--- src/design/rsmp_pkg.sv ---
`default_nettype none

package rsmp_pkg;

    localparam int SAMPLE_W     = 16;
    localparam int COEF_W       = 8;
    localparam int RESULT_W     = 32;  // Exact for 8 taps of 16x8 bit products
    localparam int HALF_DEPTH   = 4;   // Taps per wing, window is twice this
    localparam int NUM_PHASE    = 8;
    localparam int PHASE_STEP   = 3;   // Phase advance per output
    localparam int MULT_LATENCY = 2;
    localparam int BUF_DEPTH    = 16;
    localparam int BUF_PTR_W    = $clog2(BUF_DEPTH);

    typedef logic [SAMPLE_W-1:0]               sample_t;
    typedef logic [COEF_W-1:0]                 coef_t;
    typedef logic [RESULT_W-1:0]               result_t;
    typedef logic [$clog2(NUM_PHASE)-1:0]      phase_t;
    typedef logic [$clog2(HALF_DEPTH)-1:0]     tap_t;
    typedef logic [$clog2(2*HALF_DEPTH)-1:0]   offset_t;
    typedef logic [$clog2(BUF_DEPTH):0]        count_t;  // Holds 0 to BUF_DEPTH
    typedef logic [BUF_PTR_W-1:0]              buf_ptr_t;

    typedef enum logic [2:0] {
        ST_READY,
        ST_BEGIN,
        ST_RWING,
        ST_PREP_LWING,
        ST_LWING,
        ST_END
    } mac_state_e;

    // Coefficient rule, (p+1)*(HALF_DEPTH-j)
    function automatic coef_t coef_value(input int unsigned p, input int unsigned j);
        return coef_t'((p + 1) * (HALF_DEPTH - j));
    endfunction

endpackage

`default_nettype wire

--- src/design/rsmp_coef_rom.sv ---
`timescale 1ns/1ps
`default_nettype none

module rsmp_coef_rom (
    input  wire                    clk,
    input  wire rsmp_pkg::phase_t  phase_i,
    input  wire rsmp_pkg::tap_t    tap_i,
    output rsmp_pkg::coef_t        coef_o
);

    // One row of HALF_DEPTH taps per phase
    rsmp_pkg::coef_t coef_tab [rsmp_pkg::NUM_PHASE*rsmp_pkg::HALF_DEPTH];

    for (genvar p = 0; p < rsmp_pkg::NUM_PHASE; p++) begin : g_phase
        for (genvar j = 0; j < rsmp_pkg::HALF_DEPTH; j++) begin : g_tap
            assign coef_tab[p*rsmp_pkg::HALF_DEPTH + j] = rsmp_pkg::coef_value(p, j);
        end
    end

    always_ff @(posedge clk) begin
        coef_o <= coef_tab[{phase_i, tap_i}];  // Row major, phase then tap
    end

endmodule

`default_nettype wire

--- src/design/rsmp_mac_core.sv ---
`timescale 1ns/1ps
`default_nettype none

module rsmp_mac_core (
    input  wire                     clk,
    input  wire                     rst,
    input  wire rsmp_pkg::count_t   count_i,
    output logic                    pop_o,
    output rsmp_pkg::offset_t       offset_o,
    input  wire rsmp_pkg::sample_t  rd_data_i,
    output rsmp_pkg::phase_t        phase_o,
    output rsmp_pkg::tap_t          tap_o,
    input  wire rsmp_pkg::coef_t    coef_i,
    input  wire                     result_full_i,
    output logic                    result_push_o,
    output rsmp_pkg::result_t       result_o
);

    rsmp_pkg::mac_state_e state_q;
    rsmp_pkg::phase_t     phase_q;
    rsmp_pkg::result_t    sum_q;
    logic [2:0]           wing_cnt;   // Cycle within a wing
    logic [$bits(rsmp_pkg::phase_t):0] phase_sum;
    logic                 wrap;
    logic                 wing_last;
    logic                 in_lwing;
    logic                 product_valid;
    logic                 start;

    // Multiplier stages, signed sample times unsigned coefficient
    logic signed [rsmp_pkg::SAMPLE_W+rsmp_pkg::COEF_W:0] prod_pipe [rsmp_pkg::MULT_LATENCY];

    assign phase_sum = {1'b0, phase_q} + ($bits(rsmp_pkg::phase_t)+1)'(rsmp_pkg::PHASE_STEP);
    assign wrap      = (phase_sum >= ($bits(rsmp_pkg::phase_t)+1)'(rsmp_pkg::NUM_PHASE));
    assign wing_last = (wing_cnt == 3'(rsmp_pkg::HALF_DEPTH + rsmp_pkg::MULT_LATENCY));
    assign in_lwing  = (state_q == rsmp_pkg::ST_LWING);
    assign start     = (count_i >= rsmp_pkg::count_t'(2*rsmp_pkg::HALF_DEPTH)) && !result_full_i;

    // First product of a wing leaves the pipe MULT_LATENCY+1 cycles after its address
    assign product_valid = (state_q == rsmp_pkg::ST_RWING || in_lwing) &&
                           (wing_cnt > 3'(rsmp_pkg::MULT_LATENCY));

    // Tap and window addressing
    assign tap_o   = rsmp_pkg::tap_t'(wing_cnt);
    assign phase_o = in_lwing ? rsmp_pkg::phase_t'(rsmp_pkg::NUM_PHASE - 1) - phase_q
                              : phase_q;
    assign offset_o = in_lwing
        ? rsmp_pkg::offset_t'(rsmp_pkg::HALF_DEPTH - 1) - rsmp_pkg::offset_t'(tap_o)  // Walks back
        : rsmp_pkg::offset_t'(rsmp_pkg::HALF_DEPTH) + rsmp_pkg::offset_t'(tap_o);

    assign result_push_o = (state_q == rsmp_pkg::ST_END);
    assign pop_o         = (state_q == rsmp_pkg::ST_END) && wrap;
    assign result_o      = sum_q;

    always_ff @(posedge clk) begin
        if (rst) begin
            state_q  <= rsmp_pkg::ST_READY;
            phase_q  <= '0;
            wing_cnt <= '0;
        end else begin
            case (state_q)
                rsmp_pkg::ST_READY: begin
                    if (start) begin
                        state_q <= rsmp_pkg::ST_BEGIN;
                    end
                end
                rsmp_pkg::ST_BEGIN: begin
                    wing_cnt <= '0;
                    state_q  <= rsmp_pkg::ST_RWING;
                end
                rsmp_pkg::ST_RWING: begin
                    wing_cnt <= wing_cnt + 1'b1;
                    if (wing_last) begin
                        state_q <= rsmp_pkg::ST_PREP_LWING;
                    end
                end
                rsmp_pkg::ST_PREP_LWING: begin
                    wing_cnt <= '0;
                    state_q  <= rsmp_pkg::ST_LWING;
                end
                rsmp_pkg::ST_LWING: begin
                    wing_cnt <= wing_cnt + 1'b1;
                    if (wing_last) begin
                        state_q <= rsmp_pkg::ST_END;
                    end
                end
                rsmp_pkg::ST_END: begin
                    // Phase modulo NUM_PHASE, wrap goes with the pop
                    if (wrap) begin
                        phase_q <= rsmp_pkg::phase_t'(phase_sum - rsmp_pkg::NUM_PHASE);
                    end else begin
                        phase_q <= rsmp_pkg::phase_t'(phase_sum);
                    end
                    state_q <= rsmp_pkg::ST_READY;
                end
                default: state_q <= rsmp_pkg::ST_READY;
            endcase
        end
    end

    // Multiplier pipe and accumulator
    always_ff @(posedge clk) begin
        prod_pipe[0] <= $signed(rd_data_i) * $signed({1'b0, coef_i});
        for (int i = 1; i < rsmp_pkg::MULT_LATENCY; i++) begin
            prod_pipe[i] <= prod_pipe[i-1];
        end

        if (state_q == rsmp_pkg::ST_BEGIN) begin
            sum_q <= '0;
        end else if (product_valid) begin
            sum_q <= rsmp_pkg::result_t'($signed(sum_q) + prod_pipe[rsmp_pkg::MULT_LATENCY-1]);
        end
    end

endmodule

`default_nettype wire

--- src/design/rsmp_ring_buffer.sv ---
`timescale 1ns/1ps
`default_nettype none

module rsmp_ring_buffer (
    input  wire                     clk,
    input  wire                     rst,
    input  wire                     wr_valid_i,
    input  wire rsmp_pkg::sample_t  wr_data_i,
    output logic                    wr_ready_o,
    input  wire                     pop_i,
    input  wire rsmp_pkg::offset_t  offset_i,
    output rsmp_pkg::sample_t       rd_data_o,
    output rsmp_pkg::count_t        count_o
);

    rsmp_pkg::sample_t  mem [rsmp_pkg::BUF_DEPTH];
    rsmp_pkg::buf_ptr_t wr_ptr;
    rsmp_pkg::buf_ptr_t rd_ptr;  // Oldest sample of the window
    rsmp_pkg::count_t   count;
    logic               push;

    assign wr_ready_o = (count != rsmp_pkg::count_t'(rsmp_pkg::BUF_DEPTH));
    assign push       = wr_valid_i && wr_ready_o;
    assign count_o    = count;

    // Pointers and fill level
    always_ff @(posedge clk) begin
        if (rst) begin
            wr_ptr <= '0;
            rd_ptr <= '0;
            count  <= '0;
        end else begin
            if (push) begin
                wr_ptr <= wr_ptr + 1'b1;
            end
            if (pop_i) begin
                rd_ptr <= rd_ptr + 1'b1;
            end
            case ({push, pop_i})
                2'b10:   count <= count + 1'b1;
                2'b01:   count <= count - 1'b1;
                default: count <= count;  // Idle, or push and pop together
            endcase
        end
    end

    always_ff @(posedge clk) begin
        if (push) begin
            mem[wr_ptr] <= wr_data_i;
        end
        // Window read relative to read pointer, wraps around the store
        rd_data_o <= mem[rd_ptr + rsmp_pkg::buf_ptr_t'(offset_i)];
    end

endmodule

`default_nettype wire

--- src/design/rsmp_top.sv ---
`timescale 1ns/1ps
`default_nettype none

module rsmp_top (
    input  wire                     clk,
    input  wire                     rst,
    input  wire                     sample_valid_i,
    input  wire rsmp_pkg::sample_t  sample_i,
    output logic                    sample_ready_o,
    input  wire                     wb_cyc_i,
    input  wire                     wb_stb_i,
    input  wire                     wb_we_i,
    input  wire                     wb_adr_i,
    output logic [31:0]             wb_dat_o,
    output logic                    wb_ack_o
);

    rsmp_pkg::count_t  buf_count;
    logic              buf_pop;
    rsmp_pkg::offset_t buf_offset;
    rsmp_pkg::sample_t buf_rd_data;
    rsmp_pkg::phase_t  rom_phase;
    rsmp_pkg::tap_t    rom_tap;
    rsmp_pkg::coef_t   rom_coef;
    logic              result_push;
    logic              result_full;
    rsmp_pkg::result_t result;

    rsmp_ring_buffer u_buffer (
        .clk        (clk),
        .rst        (rst),
        .wr_valid_i (sample_valid_i),
        .wr_data_i  (sample_i),
        .wr_ready_o (sample_ready_o),
        .pop_i      (buf_pop),
        .offset_i   (buf_offset),
        .rd_data_o  (buf_rd_data),
        .count_o    (buf_count)
    );

    rsmp_coef_rom u_rom (
        .clk     (clk),
        .phase_i (rom_phase),
        .tap_i   (rom_tap),
        .coef_o  (rom_coef)
    );

    rsmp_mac_core u_core (
        .clk           (clk),
        .rst           (rst),
        .count_i       (buf_count),
        .pop_o         (buf_pop),
        .offset_o      (buf_offset),
        .rd_data_i     (buf_rd_data),
        .phase_o       (rom_phase),
        .tap_o         (rom_tap),
        .coef_i        (rom_coef),
        .result_full_i (result_full),
        .result_push_o (result_push),
        .result_o      (result)
    );

    rsmp_wb_result u_result (
        .clk      (clk),
        .rst      (rst),
        .wb_cyc_i (wb_cyc_i),
        .wb_stb_i (wb_stb_i),
        .wb_we_i  (wb_we_i),
        .wb_adr_i (wb_adr_i),
        .wb_dat_o (wb_dat_o),
        .wb_ack_o (wb_ack_o),
        .push_i   (result_push),
        .result_i (result),
        .full_o   (result_full)
    );

endmodule

`default_nettype wire

--- src/design/rsmp_wb_result.sv ---
`timescale 1ns/1ps
`default_nettype none

module rsmp_wb_result (
    input  wire                     clk,
    input  wire                     rst,
    input  wire                     wb_cyc_i,
    input  wire                     wb_stb_i,
    input  wire                     wb_we_i,
    input  wire                     wb_adr_i,
    output logic [31:0]             wb_dat_o,
    output logic                    wb_ack_o,
    input  wire                     push_i,
    input  wire rsmp_pkg::result_t  result_i,
    output logic                    full_o
);

    rsmp_pkg::result_t result_q;
    logic              req;
    logic              rd_req;

    assign req    = wb_cyc_i && wb_stb_i && !wb_ack_o;  // New cycle, not yet answered
    assign rd_req = req && !wb_we_i;

    always_ff @(posedge clk) begin
        if (rst) begin
            wb_ack_o <= 1'b0;
            full_o   <= 1'b0;
        end else begin
            wb_ack_o <= req;
            if (push_i) begin
                full_o <= 1'b1;
            end else if (rd_req && !wb_adr_i) begin
                full_o <= 1'b0;  // Result taken by host
            end
        end
    end

    always_ff @(posedge clk) begin
        if (push_i) begin
            result_q <= result_i;
        end
        if (rd_req) begin
            wb_dat_o <= wb_adr_i ? {31'b0, full_o} : result_q;
        end
    end

endmodule

`default_nettype wire

--- config.mk ---
export PLATFORM = sky130hd
export DESIGN_NAME = rsmp_top
export DESIGN_NICKNAME = d
export VERILOG_FILES = /design/src/design/rsmp_pkg.sv /design/src/design/rsmp_coef_rom.sv /design/src/design/rsmp_mac_core.sv /design/src/design/rsmp_ring_buffer.sv /design/src/design/rsmp_top.sv /design/src/design/rsmp_wb_result.sv
export SDC_FILE = /design/constraint.sdc
export NUM_CORES = 1
export LEC_CHECK = 0
export BUFFER_PORTS_ARGS = -buffer_cell sky130_fd_sc_hd__buf_2
export CORE_MARGIN = 5
export CORE_UTILIZATION = 65
export CTS_BUF_LIST = sky130_fd_sc_hd__clkbuf_8
export CTS_CLUSTER_DIAMETER = 120
export DETAILED_ROUTE_END_ITERATION = 10
export GPL_TIMING_DRIVEN = 0
export PLACE_DENSITY = 0.88
export SLEW_MARGIN = 20
export SYNTH_ARGS = -nofsm -noshare
export SYNTH_HDL_FRONTEND = slang
export SYNTH_SLANG_ARGS = --single-unit
--- constraint.sdc ---
create_clock -name clk -period 6.4 [get_ports clk]
set_input_delay 0.96 -clock clk [delete_from_list [all_inputs] [get_ports clk]]
set_output_delay 0.96 -clock clk [all_outputs]
set_load 0.005 [all_outputs]
---- Yosys cells after proc, flatten, opt, wreduce, memory -nomap -nowiden ----
Memories as Yosys holds them, arrays and structs flattened. A register that Yosys moved wholly into a read port is not among the register bits.
Index checks and enable logic that the tools add are counted.
operators by class
  add/subtract/negate cells ............... 12
  multipliers ............................. 1
  $lt $le $gt $ge ......................... 3
  equality and inequality tests ........... 12
  muxes and demuxes ....................... 14
  bitwise logic cells ..................... 1
  reductions and logical operators ........ 20
operators with widths
  kind                 count
  $add 32x25->32       1
  $mul 16x9->25        1
  $mux 3               6
  $pmux 3 s5           1
  $pmux 5 s2           1
  $eq 3x3->1 const B   3
  $add 4x1->4 const B  2
  $logic_and 1x1->1    8
  $eq 3x2->1 const B   2
  $ne 2x1->1 const B   3
  $not 5->6            1
  $pmux 3 s2           1
  $reduce_bool 2->1    3
  $add 5x1->5 const B  1
  $ge 5x4->1 const B   1
  $mux 1               5
  $ne 5x5->1 const B   1
  $sub 5x1->5 const B  1
  $add 3x2->4 const B  1
  $add 4x3->4          1
  $ge 4x4->1 const B   1
  $logic_not 1->1      4
  $reduce_or 2->1      2
  $add 3x1->3 const B  1
  11 further kinds     11
storage, ports and cells
  register bits ........................... 120
  RAM bits ................................ 306
  ROM bits ................................ 256
  bits of input ports ..................... 23
  output and inout port bits .............. 34
  word-level logic and storage cells ...... 78
  memories kept ........................... 3
memories
  name              words  width  read ports  clocked after Yosys merged registers in  wr ports  RTL line                text
  (no name shown)   32     8      1           1                                        0         rsmp_coef_rom.sv:21     coef_o <= coef_tab[{phase_i, tap_i}];
  u_buffer.mem      16     16     1           1                                        1         rsmp_ring_buffer.sv:16  rsmp_pkg::sample_t mem [rsmp_pkg::BUF_DEPTH];
  u_core.prod_pipe  2      25     2           0                                        2         rsmp_mac_core.sv:31     logic signed [rsmp_pkg::SAMPLE_W+rsmp_pkg::COEF_W:0] prod_pipe [rsmp_pkg::MULT_LATENCY];

---- Depth between registers and ports, before layout ----
Gate-level depths: netlist of the first run.
  word-level depth ........................ 6
  depth in mapped cells ................... 21
  mapped depth without buffers ............ 20

---- Hierarchy ----
A second synthesis of the first run with hierarchy kept.
unflattened totals
  cells, all modules ...................... 1,746
  area, all modules ....................... 22,753.1 µm²
modules (own cells, without submodules)
  module            instances  cells each  area an instance (µm²)  sequential area each (µm²)
  rsmp_ring_buffer  1          584         11,314.6                8,267.9
  rsmp_mac_core     1          1,013       8,853.5                 1,821.7
  rsmp_wb_result    1          107         2,223.4                 1,961.9
  rsmp_coef_rom     1          42          361.6                   120.1

---- Worst setup path before layout of the first run ----
Ideal clock, no wire load.
  path kind ............................... reg2reg
  start ................................... register u_rom.coef_o[2]
  end ..................................... memory u_core.prod_pipe[0][23] in the netlist's numbering
  library setup time ...................... 0.127 ns
  arrival ................................. 4.713 ns
  required time ........................... 6.273 ns
  path slack .............................. 1.561 ns
  cell stages (with the launch flop) ...... 20
  path buffers ............................ 1
  period minus slack after synthesis ...... 4.839 ns
  cell sequence ........................... dfxtp_1 -> clkbuf_1 -> nand2_1 -> fa_1 -> inv_1 -> fa_1 -> ha_1 -> inv_1 -> fa_1 -> inv_1 -> ha_1 -> a21oi_1 -> a21oi_1 -> nor2_1 -> o21ai_0 -> nor4_1 -> nor4_1 -> a2111oi_0 -> o21ai_0 -> xor2_1
RTL lines
  item             RTL line             text
  start, declared  rsmp_coef_rom.sv:8   output rsmp_pkg::coef_t coef_o
  end, declared    rsmp_mac_core.sv:31

==> results of run 1 <==
## report_power, final
part           internal (W)  switching [W]  leakage [nW]
Clock               0.00123        0.00109         0.776
Combinational     0.0000818       0.000142          4.41
Sequential          0.00315      0.0000259          3.94
## cell type report
type                       instances  share of cell area, %
sequential                       448                   51.2
multi-input combinational        973                   35.3
clock buffer                      81                   4.69
tap                              442                   2.33
inverter                         144                   2.28
timing repair buffer              75                   2.15
buffer                            65                   1.05
clock inverter                    37                  0.985
## stage by stage
stage               utilization [%]  power [W]
floorplan                         -    0.00337
global placement               68.1    0.00343
detailed placement             69.0    0.00345
CTS                            73.2    0.00576
global route                   73.2    0.00593
finish                         73.2    0.00573
## registers in the layout (all words and copies together), names as in the netlist, 3 cells and up
name,count
u_buffer.rd_ptr,4
u_result.wb_dat_o,32
u_buffer.rd_data_o,16
u_result.result_q,32
u_buffer.count_o,5
u_core.result_o,32
u_core.phase_q,3
u_core.wing_cnt,3
u_core.state_q,3
u_buffer.mem,256
u_rom.coef_o,6
u_buffer.wr_ptr,4
u_core.prod_pipe,50
## routing by layer
layer | GRT usage, % | vias to the layer above
met2 | 48.7 | 720
met4 | 14.0 | 2
met3 | 4.78 | 181
met5 | 0 | -
li1 | - | 6116
met1 | 30.0 | 6619
## cell usage in the layout (no fill, tap or decap), types with 8 or more instances in the layout
cell / instances
a211oi_1: 22
a21o_1: 16
a21oi_1: 112
and2_1: 52
buf_1: 10
buf_2: 60
buf_8: 8
clkbuf_1: 51
clkbuf_8: 81
dfxtp_1: 128
edfxtp_1: 320
fa_1: 71
ha_1: 95
inv_1: 168
mux2i_1: 21
mux4_2: 64
nand2_1: 131
nand2b_1: 14
nand3_1: 16
nand4_1: 13
nor2_1: 70
nor2_2: 12
nor2b_1: 56
nor3_1: 24
o21ai_0: 41
xnor2_1: 33
xor2_1: 22
## worst max-delay path, cell delays in order (launching register included)
cell and delay [ns]:
dfxtp_1 0.51, clkbuf_1 0.44, nand2_1 0.15, fa_1 0.56, inv_1 0.05, fa_1 0.45, ha_1 0.29, inv_1 0.05
fa_1 0.53, inv_1 0.04, ha_1 0.34, a21oi_1 0.21, a21oi_1 0.12, nor2_1 0.15, o21ai_0 0.17, nor4_1 0.31
nor4_1 0.16, a2111oi_0 0.63, o21ai_0 0.20, xor2_1 0.17
## cells by family after synthesis
| group | synth area share [%] |
|---|---|
| mux | 7.81 |
| fa+ha+maj | 12.3 |
| compound gates | 7.06 |
| xor+xnor | 2.26 |
| flops | 57.2 |
| buf+inv | 3.71 |
| simple gates | 9.68 |
## worst paths after layout
kind | end | slack, ns | cells past startpoint
worst max register to register | u_core.prod_pipe[0][23] | 0.74 | 19
worst min register to register | u_core.prod_pipe[0][39] | 0.32 | 0
worst max-delay path | u_core.prod_pipe[0][23] | 0.74 | 19
worst min-delay path | u_core.prod_pipe[0][39] | 0.32 | 0
==> results by stage, run 1 <==
Status:
- The flow ran to the end, and the final reports show no timing, DRC or antenna violations.

Detailed routing:
- The via count normalized by instance count is 6.02.
- The detailed router used layers up to and including met5.
- Summed over all nets, wire length on met3 after detailed routing comes to 3250 µm.
- Summed over all nets, wire length on met2 after detailed routing comes to 24,600 µm.
- The number of nets still failing antenna checks after routing is 0.
- The detailed router put a total of 16,200 µm of wire on met1.
- The count of TritonRoute iterations in the first routing pass is 7.
- The number of design rule violations left after detail routing is 0.
- The vias after detailed routing is 13.6k.
- The first-iteration detailed-routing DRC count is 1,183.
- Dividing the detail-routed wire length by the instance count gives 20.6 µm.
- After detailed routing, the total wire length is 46,700 µm.

Placement:
- The number of placed instances, taps included is 2,147.
- After detailed placement, the total cell area comes to 22,400 µm².
- The quantity of I/O buffers inserted on ports is 56.
- Timing analysis after detailed placement gives a worst setup slack of 0.778 ns.
- The estimated wirelength of the detail-placed design is 31,800 µm.
- The global placement routability congestion is 0.921.

CTS:
- Gates resized during post-CTS repair numbered 0.
- The number of buffers added by the clock tree synthesis step is 69.
- The CTS tree is built.
- The number of levels the H-tree was split into is 3.
- The tree is rooted in a clkbuf_8.
- The tree built by TritonCTS fans out to 448 sinks.
- The number of hold buffers added after CTS was 0.
- The number of setup buffers added after CTS is 0.
- The maximum count of clock buffers along a single path is 3.
- Clock latency on the worst-skew pair, taken at its later pin, is 0.62 ns.
- The clock transition time at the flip-flop clock pins of the worst setup and hold paths is 0.07 ns.

GRT:
- The pin count of the biggest net entering global routing is 33.
- The via count of the first global-routing pass is 14.1k.
- Global routing consumed, over all layers together, 26.7% of the routing resources.
- Summed over all layers, the global routing overflow is 0.
- The wire length of the first global-routing pass is 75,100 µm.
- The number of antenna violations at the first check in global routing is 1.

Finish:
- In the final design database the tool counted 1,965 nets.
- From synthesis to final layout, the design area changed by 11.6%.
- The summed area of non-filler cells in the final layout is 23,800 µm².
- In the final layout, the multi-input gates occupy 8380 µm².
- The number of filler instances in the final layout is 1,960.
- Registers take 12,200 µm².
- The repair_antennas step left the layout with diodes totalling 0.
- In the final layout, the share of cells above drive strength 1 is 14.2%.
- The number of cells in the finished layout apart from fillers is 2,265.

Critical path:
- By startpoint and endpoint, the worst setup path is classified as reg2reg.
- The origin of the critical flop-to-flop path is u_rom.coef_o[2].
- The maximum fanout count along the critical path is 10.
- The arrival time at the worst endpoint is 6.16 ns.
- The launch point of the worst path is u_rom.coef_o[2].
- STA classifies the critical path startpoint as a register.
- Data on the critical path is required at its endpoint by 6.91 ns.
- The critical path capture point type is a register.

Synthesis:
- The cell area that synthesis handed to floorplanning was 21,300 µm².
- The most used standard cell by instance count after synthesis is edfxtp_1.
- In this run the mean area of a mapped cell was 13.1 µm².
- The number of different library cells in the post-synthesis netlist is 56.
- The most used flip-flop cell after synthesis is edfxtp_1.
- Summed over its instances, the top area cell type makes up 45.2% of the synthesized netlist area.
- In the synthesized netlist, the cells that appear most often are edfxtp_1, inv_1, nand2_1.
- The share of synthesized registers carrying an async set or reset is 0%.
- After synthesis, flip-flops and latches occupy 57.2% of the total area.
- The synthesized design contains 320 enable-type register cells.
- The cell type contributing the most total cell area after synthesis is edfxtp_1.
- When the netlist entered floorplanning its net count stood at 1,819.
- Synthesis inferred 448 register bits.
- For this run, the number of Yosys warnings is 0.
- The cell count after synthesis came out at 1,630.
- By area the synthesized netlist is led by edfxtp_1, dfxtp_1, mux4_2.

Timing:
- For the final routed database, the setup TNS stands at 0 ns.
- The share of the cycle needed by the critical path after routing is 88.4%.
- For the final database, setup skew stands at 0.0319 ns.
- For the pin with the worst max-slew slack, the measured transition is 1.02 ns.
- Setup repair after global routing left no endpoint under its margin.
- In the post-route analysis, the smallest setup slack over all paths is 0.743 ns.
- The final setup violation count is 0.
- The worst hold slack after final layout is 0.315 ns.
- The final critical-path required period is 5.66 ns.
- The worst pin sits at a relative slew slack of 31.5%.
- The number of max-slew violations in the final report came to 0.
- The hold violation count in the final report is 0.
- The maximum clock frequency is 177 MHz.

Power:
- In this run the static leakage power is 9.13 nW.
- VDD sags by at most 289 µV.
- The power per unit of standard cell area is 241 nW/µm².

Job:
- Max-cap violations in this run came to 0.

Floorplan:
- The row count is 66.
- 57 I/O pins were placed.
- The horizontal extent of the die is 191 µm.
- The initial utilization of the core area, before any placement, comes to 65.6%.
- The floorplan step set the die height to 191 µm.
- The die footprint is 36,500 µm².
- The total core area is 32,500 µm².

Hold path:
- The class of the tightest hold or removal check is reg2reg.
- In this run the most critical hold path is launched from u_core.prod_pipe[0][14].
(Power assumes the default switching activity.)
==> inputs of run 2 (changes only) <==
CORE_UTILIZATION = 59   (was 65)
PLACE_DENSITY = 0.84   (was 0.88)
clock period = 5.15 ns   (was 6.4 ns; I/O delays follow)
==> results by stage, run 2 (same netlist as run 1, synthesis figures left out) <==
Timing:
- The final setup violation count is 0 (unchanged).
- The final critical-path required period is 4.98 ns (-0.680 ns).
- The share of the cycle needed by the critical path after routing is 96.6% (+8.3 points).
- The max-slew headroom at the worst pin is 22.1% (-9.4 points).
- The slew at the pin closest to its max-slew limit is 1.17 ns (+0.141 ns).
- The maximum clock frequency is 201 MHz (+14%).
- The number of max-slew violations in the final report is 0 (unchanged).
- The hold violation count in the final report is 0 (unchanged).
- The worst-case clock skew is 0.0643 ns (+0.0324 ns).
- The setup slack after layout is 0.173 ns (-0.570 ns).

Critical path:
- Walking the worst path, the cells encountered are nor2b_1 -> nor2b_1 -> clkbuf_1 -> clkbuf_1 -> xnor2_1 -> ha_1 -> inv_1 -> fa_1 -> clkbuf_1 -> clkbuf_2 -> mux4_2 -> nor2b_1 -> a211oi_1 -> a21oi_1.
- The critical path in this run is classified as reg2reg.
- The critical path capture point type is a register.
- The count of buffer and inverter cells on the critical path is 5 (+1).
- The maximum fanout count along the critical path is 10 (unchanged).
- The arrival time at the worst endpoint is 5.44 ns (-0.72 ns).
- The required time of the worst setup path is 5.62 ns (-1.29 ns).
- The critical path's largest stage delay was 0.65 ns (+0.02 ns).
- The category of cells accounting for the largest share of critical-path delay is buffers and inverters.
- The largest individual stage delay along the critical path comes from the cell a211oi_1.
- The worst setup path is launched from a register.

Detailed routing:
- The per-cell routed wire length is 19.2 µm (-7.1%).
- The number of nets still failing antenna checks after routing is 0 (unchanged).
- The first-iteration detailed-routing DRC count came to 1,054 (-11%).
- The total wire length is 44,000 µm (-6.0%).
- The count of TritonRoute iterations in the first routing pass is 5 (-2).
- The number of design rule violations left after detail routing is 0 (unchanged).
- The vias after detailed routing is 13.3k (-2.7%).
- The via count normalized by instance count is 5.78 (-4.0%).

Floorplan:
- The y dimension of the die was 200 µm (+4.7%).
- The die footprint is 40,000 µm² (+9.6%).
- The row count was 69 (+4.5%).
- The total core area is 35,600 µm² (+9.6%).
- The horizontal extent of the die is 200 µm (+4.7%).
- The initial cell density of the core came to 59.8% (-5.7 points).
- The number of top-level pins is 57 (unchanged).

Power:
- The maximum VDD drop is 314 µV (+8.7%).
- The power per unit of standard cell area was 300 nW/µm² (+25%).
- The leakage power summed over all cells was 9.18 nW (+0.58%).

Hold path:
- The class of the tightest hold or removal check is reg2reg.

Placement:
- The pre-CTS setup slack is -0.600 ns (-1.38 ns).
- The quantity of I/O buffers inserted on ports is 56 (unchanged).
- The global placement routability congestion was 0.909 (-1.3%).
- The estimated wirelength of the detail-placed design is 31,300 µm (-1.6%).
- The area after detailed placement came to 22,400 µm² (+0.16%).

Finish:
- In the final layout, the registers with the most flip-flops are u_buffer.mem x256, u_core.prod_pipe x50.
- The summed area of non-filler cells in the final layout is 23,900 µm² (+0.67%).
- The flip-flop count of the largest register after layout is 256 (unchanged).
- The area added between synthesis and finish is 12.4%.
- The total number of nets in the final design came to 1,967 (+0.10%).
- The share of the core filled with cells came to 67.2% (-6.0 points).
- The largest register by flop count is u_buffer.mem.
- The fraction of final layout cells sized beyond drive strength 1 was 15.8% (+1.6 points).
- Leaving out fill and tap cells, the most frequent cell in the layout is edfxtp_1.
- The library cells used most frequently in the layout, excluding fill and tap cells, are edfxtp_1, inv_1, nand2_1, dfxtp_1, a21oi_1.

CTS:
- The root buffer cell is clkbuf_8.
- The total clock sinks is 448 (unchanged).
- The number of levels the H-tree was split into is 3 (unchanged).
- The number of buffers added by the clock tree synthesis step is 71 (+2.9%).
- The CTS tree is built.
- The clock transition time at the flip-flop clock pins of the worst setup and hold paths is 0.06 ns (about the same).
- The later-pin clock latency in the skew report was 0.65 ns (+0.03 ns).
- The quantity of hold-fixing buffers added after cts is 0 (unchanged).
- The maximum count of clock buffers along a single path came to 3 (unchanged).

Status:
- The flow ran to the end, and the final reports show no timing, DRC or antenna violations.

GRT:
- The number of antenna violations at the first check in global routing is 1 (unchanged).
- The aggregate global routing overflow is 0 (unchanged).
- The total routing usage reported by global routing is 22.4% (-4.4 points).
- The pin count of the biggest net entering global routing came to 33 (unchanged).
- The wire length of the first global-routing pass is 69,600 µm (-7.3%).
- The via count of the first global-routing pass is 13.5k (-4.4%).

Job:
- The number of maximum-capacitance constraint violations was 0 (unchanged).
-- run 2: cell count changes in the layout (fill, tap and decap cells not counted), moves of 3 or more --
| cell | previous run | this run |
|---|---|---|
| clkinv_1 | 3 | 8 |
| clkbuf_2 | 0 | 5 |
| inv_1 | 168 | 161 |
| dfxtp_2 | 0 | 3 |
| clkbuf_1 | 51 | 42 |
| clkinv_2 | 2 | 8 |
| dfxtp_1 | 128 | 125 |
| inv_6 | 0 | 3 |
-- run 2: power by group --
part	switching (W)	internal, W
clock network	0.00143	0.00154
registers	0.0000313	0.00392
logic	0.000171	0.000100
-- run 2: final cells by class --
type / count / area [µm²]
Antenna cell: 1 / 2.50
Buffer: 64 / 268
Clock buffer: 79 / 1090
Clock inverter: 48 / 322
Fill cell: 2385 / 11700
Inverter: 144 / 541
Multi-Input combinational cell: 973 / 8410
Sequential cell: 448 / 12200
Tap cell: 461 / 577
Timing Repair Buffer: 76 / 529
-- run 2: worst paths after layout --
path | start | to | slack [ns] | depth (start not counted)
setup / recovery | u_core.state_q[2] | u_buffer.rd_data_o[9] | 0.17 | 14
hold / removal | u_core.prod_pipe[0][19] | u_core.prod_pipe[0][44] | 0.32 | 0
setup reg to reg | u_core.state_q[2] | u_buffer.rd_data_o[9] | 0.17 | 14
hold reg to reg | u_core.prod_pipe[0][19] | u_core.prod_pipe[0][44] | 0.32 | 0
-- run 2: through the flow --
| stage | power, W | std cells | TNS, ns | hold WS, ns |
|---|---|---|---|---|
| after floorplan | 0.00418 | 1630 | 0 | 0.310 |
| after global placement | 0.00426 | 2147 | -0.940 | 0.310 |
| after detailed placement | 0.00429 | 2166 | -1.77 | 0.312 |
| after CTS | 0.00723 | 2293 | 0 | 0.323 |
| after global routing | 0.00745 | 2293 | -0.0225 | 0.321 |
| final | 0.00718 | 2294 | 0 | 0.322 |
-- run 2: worst register-to-register path: stages (launching register included) --
cell      delay, ns
dfxtp_1        0.37
nor2b_1        0.32
nor2b_1        0.19
clkbuf_1       0.33
clkbuf_1       0.45
xnor2_1        0.20
ha_1           0.20
inv_1          0.06
fa_1           0.48
clkbuf_1       0.50
clkbuf_2       0.42
mux4_2         0.35
nor2b_1        0.14
a211oi_1       0.65
a21oi_1        0.16
-- run 2: layer usage --
layer / GRT usage [%] / vias up / routed length, µm
met5: 0 / - / 0
met1: 25.9 / 6473 / 16300
met2: 40.5 / 531 / 23100
met3: 3.88 / 129 / 2670
li1: - / 6132 / -
met4: 10.7 / 0 / 1930
-- run 2: repair_timing --
| item | 4_1_cts | 5_1_grt |
|---|---|---|
| endpoints found under the setup margin | 15 | 22 |
| pin swaps | 0 | 2 |
| resized for setup | 11 | 21 |
| gates cloned | 0 | 0 |
| buffers inserted | 0 | 1 |
==> inputs of run 3 (changes only) <==
RECOVER_POWER = 25   (was default)
==> results by stage, run 3 (same netlist as run 1, synthesis figures left out) <==
Status:
- The run finished with clean final reports.

Detailed routing:
- The count of TritonRoute iterations in the first routing pass was 5 (unchanged).
- The vias after detailed routing came to 13.3k (+0.35%).
- The first-iteration detailed-routing DRC count was 949 (-10%).
- The per-cell routed wire length is 19.2 µm (about the same).
- The total wire length is 43,900 µm (about the same).
- The number of nets still failing antenna checks after routing is 0 (unchanged).
- The number of design rule violations left after detail routing is 0 (unchanged).
- The via count normalized by instance count is 5.81 (+0.39%).

CTS:
- The later-pin clock latency in the skew report is 0.65 ns (about the same).
- The maximum count of clock buffers along a single path is 3 (unchanged).
- The clock transition time at the flip-flop clock pins of the worst setup and hold paths is 0.06 ns (about the same).
- The root buffer cell is clkbuf_8.
- TritonCTS built the clock tree.
- The number of buffers added by the clock tree synthesis step is 71 (unchanged).
- The total clock sinks is 448 (unchanged).
- The number of levels the H-tree was split into is 3 (unchanged).

Finish:
- In the final layout, the registers with the most flip-flops are u_buffer.mem x256, u_core.prod_pipe x50.
- The area added between synthesis and finish is 12.3% (about the same).
- The leading cell type in the layout, fill and taps excluded is edfxtp_1.
- The fraction of final layout cells sized beyond drive strength 1 was 15.2% (-0.60 points).
- The count of inserted antenna diode cells came to 0 (-1).
- u_buffer.mem holds more flip-flops than any other register.
- The top cell types in the final layout, fill and taps aside, are edfxtp_1, inv_1, nand2_1, dfxtp_1, a21oi_1.
- The total number of nets in the final design is 1,967 (unchanged).
- The flip-flop count of the largest register after layout was 256 (unchanged).
- The share of the core filled with cells came to 67.2% (about the same).

Placement:
- The quantity of I/O buffers inserted on ports is 56 (unchanged).
- The estimated wirelength of the detail-placed design is 31,300 µm (unchanged).
- The pre-CTS setup slack is -0.600 ns (unchanged).
- The global placement routability congestion is 0.909 (unchanged).

Timing:
- The hold violation count in the final report is 0 (unchanged).
- The number of max-slew violations in the final report was 0 (unchanged).
- The final setup violation count is 0 (unchanged).
- The share of the cycle needed by the critical path after routing is 96.5% (-0.14 points).
- The final total negative setup slack is 0 ns (unchanged).
- The setup slack after layout is 0.180 ns (+0.00735 ns).
- The maximum clock frequency was 201 MHz (+0.15%).
- The worst-case clock skew is 0.0586 ns (-0.00565 ns).
- The max-slew headroom at the worst pin is 22.1% (-0.022 points).
- The slew at the pin closest to its max-slew limit came to 1.17 ns (+0.000335 ns).
- The final critical-path required period was 4.97 ns (-0.00735 ns).

Power:
- The leakage power summed over all cells is 9.15 nW (-0.33%).
- The maximum VDD drop is 315 µV (about the same).
- The power per unit of standard cell area is 301 nW/µm² (about the same).

Floorplan:
- The die footprint is 40,000 µm² (unchanged).
- The initial cell density of the core is 59.8% (unchanged).
- The row count is 69 (unchanged).
- The horizontal extent of the die is 200 µm (unchanged).
- The total core area is 35,600 µm² (unchanged).
- The y dimension of the die is 200 µm (unchanged).
- The number of top-level pins is 57 (unchanged).

GRT:
- The number of antenna violations at the first check in global routing is 0 (-1).
- The aggregate global routing overflow is 0 (unchanged).
- The total routing usage reported by global routing is 22.4% (unchanged).
- The pin count of the biggest net entering global routing is 33 (unchanged).
- The wire length of the first global-routing pass is 69,600 µm (unchanged).
- The via count of the first global-routing pass came to 13.5k (unchanged).

Critical path:
- The worst setup path is captured at a register.
- The setup path with the least slack is of type reg2reg.
- The arrival time at the worst endpoint is 5.44 ns (about the same).
- The required time of the worst setup path is 5.62 ns (about the same).
- STA classifies the critical path startpoint as a register.
- The worst register-to-register path ends at u_buffer.rd_data_o[9].
- The setup slack on the worst flop-to-flop path was 0.18 ns (about the same).
- The worst register-to-register path begins at u_core.state_q[2].
- The maximum fanout count along the critical path is 10 (unchanged).
- The count of cells along the worst register-to-register path is 14 (unchanged).

Hold path:
- The number of cells on the worst hold path was 0 (unchanged).
- The worst min-delay path startpoint is u_core.prod_pipe[0][19].
- The path class of the tightest hold or removal check is reg2reg.
- For hold timing, the worst endpoint is u_core.prod_pipe[0][44].

Job:
- The number of maximum-capacitance constraint violations is 0 (unchanged).
[run 3: changes by cell type in the layout (fill, tap and decap cells not counted), sizes merged]
cell / delta
clkbuf: +11
buf: -11
diode: -1
[run 3: how the worst max path moves through the flow]
stage	from	end	depth (start not counted)
finish	u_core.state_q[2]	u_buffer.rd_data_o[9]	14
global route	u_rom.coef_o[2]	u_core.prod_pipe[0][21]	19
CTS	u_rom.coef_o[0]	u_core.prod_pipe[0][23]	19
detailed placement	u_rom.coef_o[1]	u_core.prod_pipe[0][23]	19
global placement	u_rom.coef_o[2]	u_core.prod_pipe[0][23]	19
floorplan	u_rom.coef_o[2]	u_core.prod_pipe[0][23]	19
[run 3: layer usage]
layer | vias up | wire length (µm) | global-route usage [%]
met5 | - | 0 | 0
met4 | 0 | 1830 | 10.7
met3 | 122 | 2750 | 3.88
met2 | 542 | 23200 | 40.5
met1 | 6514 | 16200 | 25.9
li1 | 6133 | - | -
[run 3: repair_timing]
| action | 4_1_cts | 5_1_grt |
|---|---|---|
| hold buffers | 0 | 0 |
| resized for setup | 11 | 21 |
| setup endpoints to repair | 15 | 22 |
| cloned | 0 | 0 |
| setup buffers | 0 | 1 |
| pin swaps | 0 | 2 |
[run 3: layout make-up]
class / instances / area, µm²
Buffer: 64 / 268
Clock buffer: 79 / 1090
Clock inverter: 48 / 322
Fill cell: 2392 / 11700
Inverter: 144 / 541
Multi-Input combinational cell: 973 / 8410
Sequential cell: 448 / 12200
Tap cell: 461 / 577
Timing Repair Buffer: 76 / 515
[run 3: report_power, final]
part           internal [W]  switching, W  leakage, nW  total, W
combinational     0.0000991      0.000171         4.42  0.000270
clock               0.00154       0.00142        0.785   0.00297
sequential          0.00392     0.0000314         3.94   0.00395
total               0.00556       0.00163         9.15   0.00718
[run 3: through the flow]
stage / cells / cell area, µm² / total power, W / hold slack, ns
after global placement: 2147 / 22100 / 0.00426 / 0.310
after global routing: 2293 / 23900 / 0.00745 / 0.321
after floorplan: 1630 / 21300 / 0.00418 / 0.310
after detailed placement: 2166 / 22400 / 0.00429 / 0.312
after CTS: 2293 / 23900 / 0.00723 / 0.323
final: 2293 / 23900 / 0.00718 / 0.322
[run 3: worst max-delay path: stages (launching register included)]
cell	delay (ns)
dfxtp_1	0.37
nor2b_1	0.31
nor2b_1	0.19
clkbuf_1	0.34
clkbuf_1	0.45
xnor2_1	0.19
ha_1	0.20
inv_1	0.06
fa_1	0.48
clkbuf_1	0.50
clkbuf_2	0.42
mux4_2	0.35
nor2b_1	0.14
a211oi_1	0.64
a21oi_1	0.16
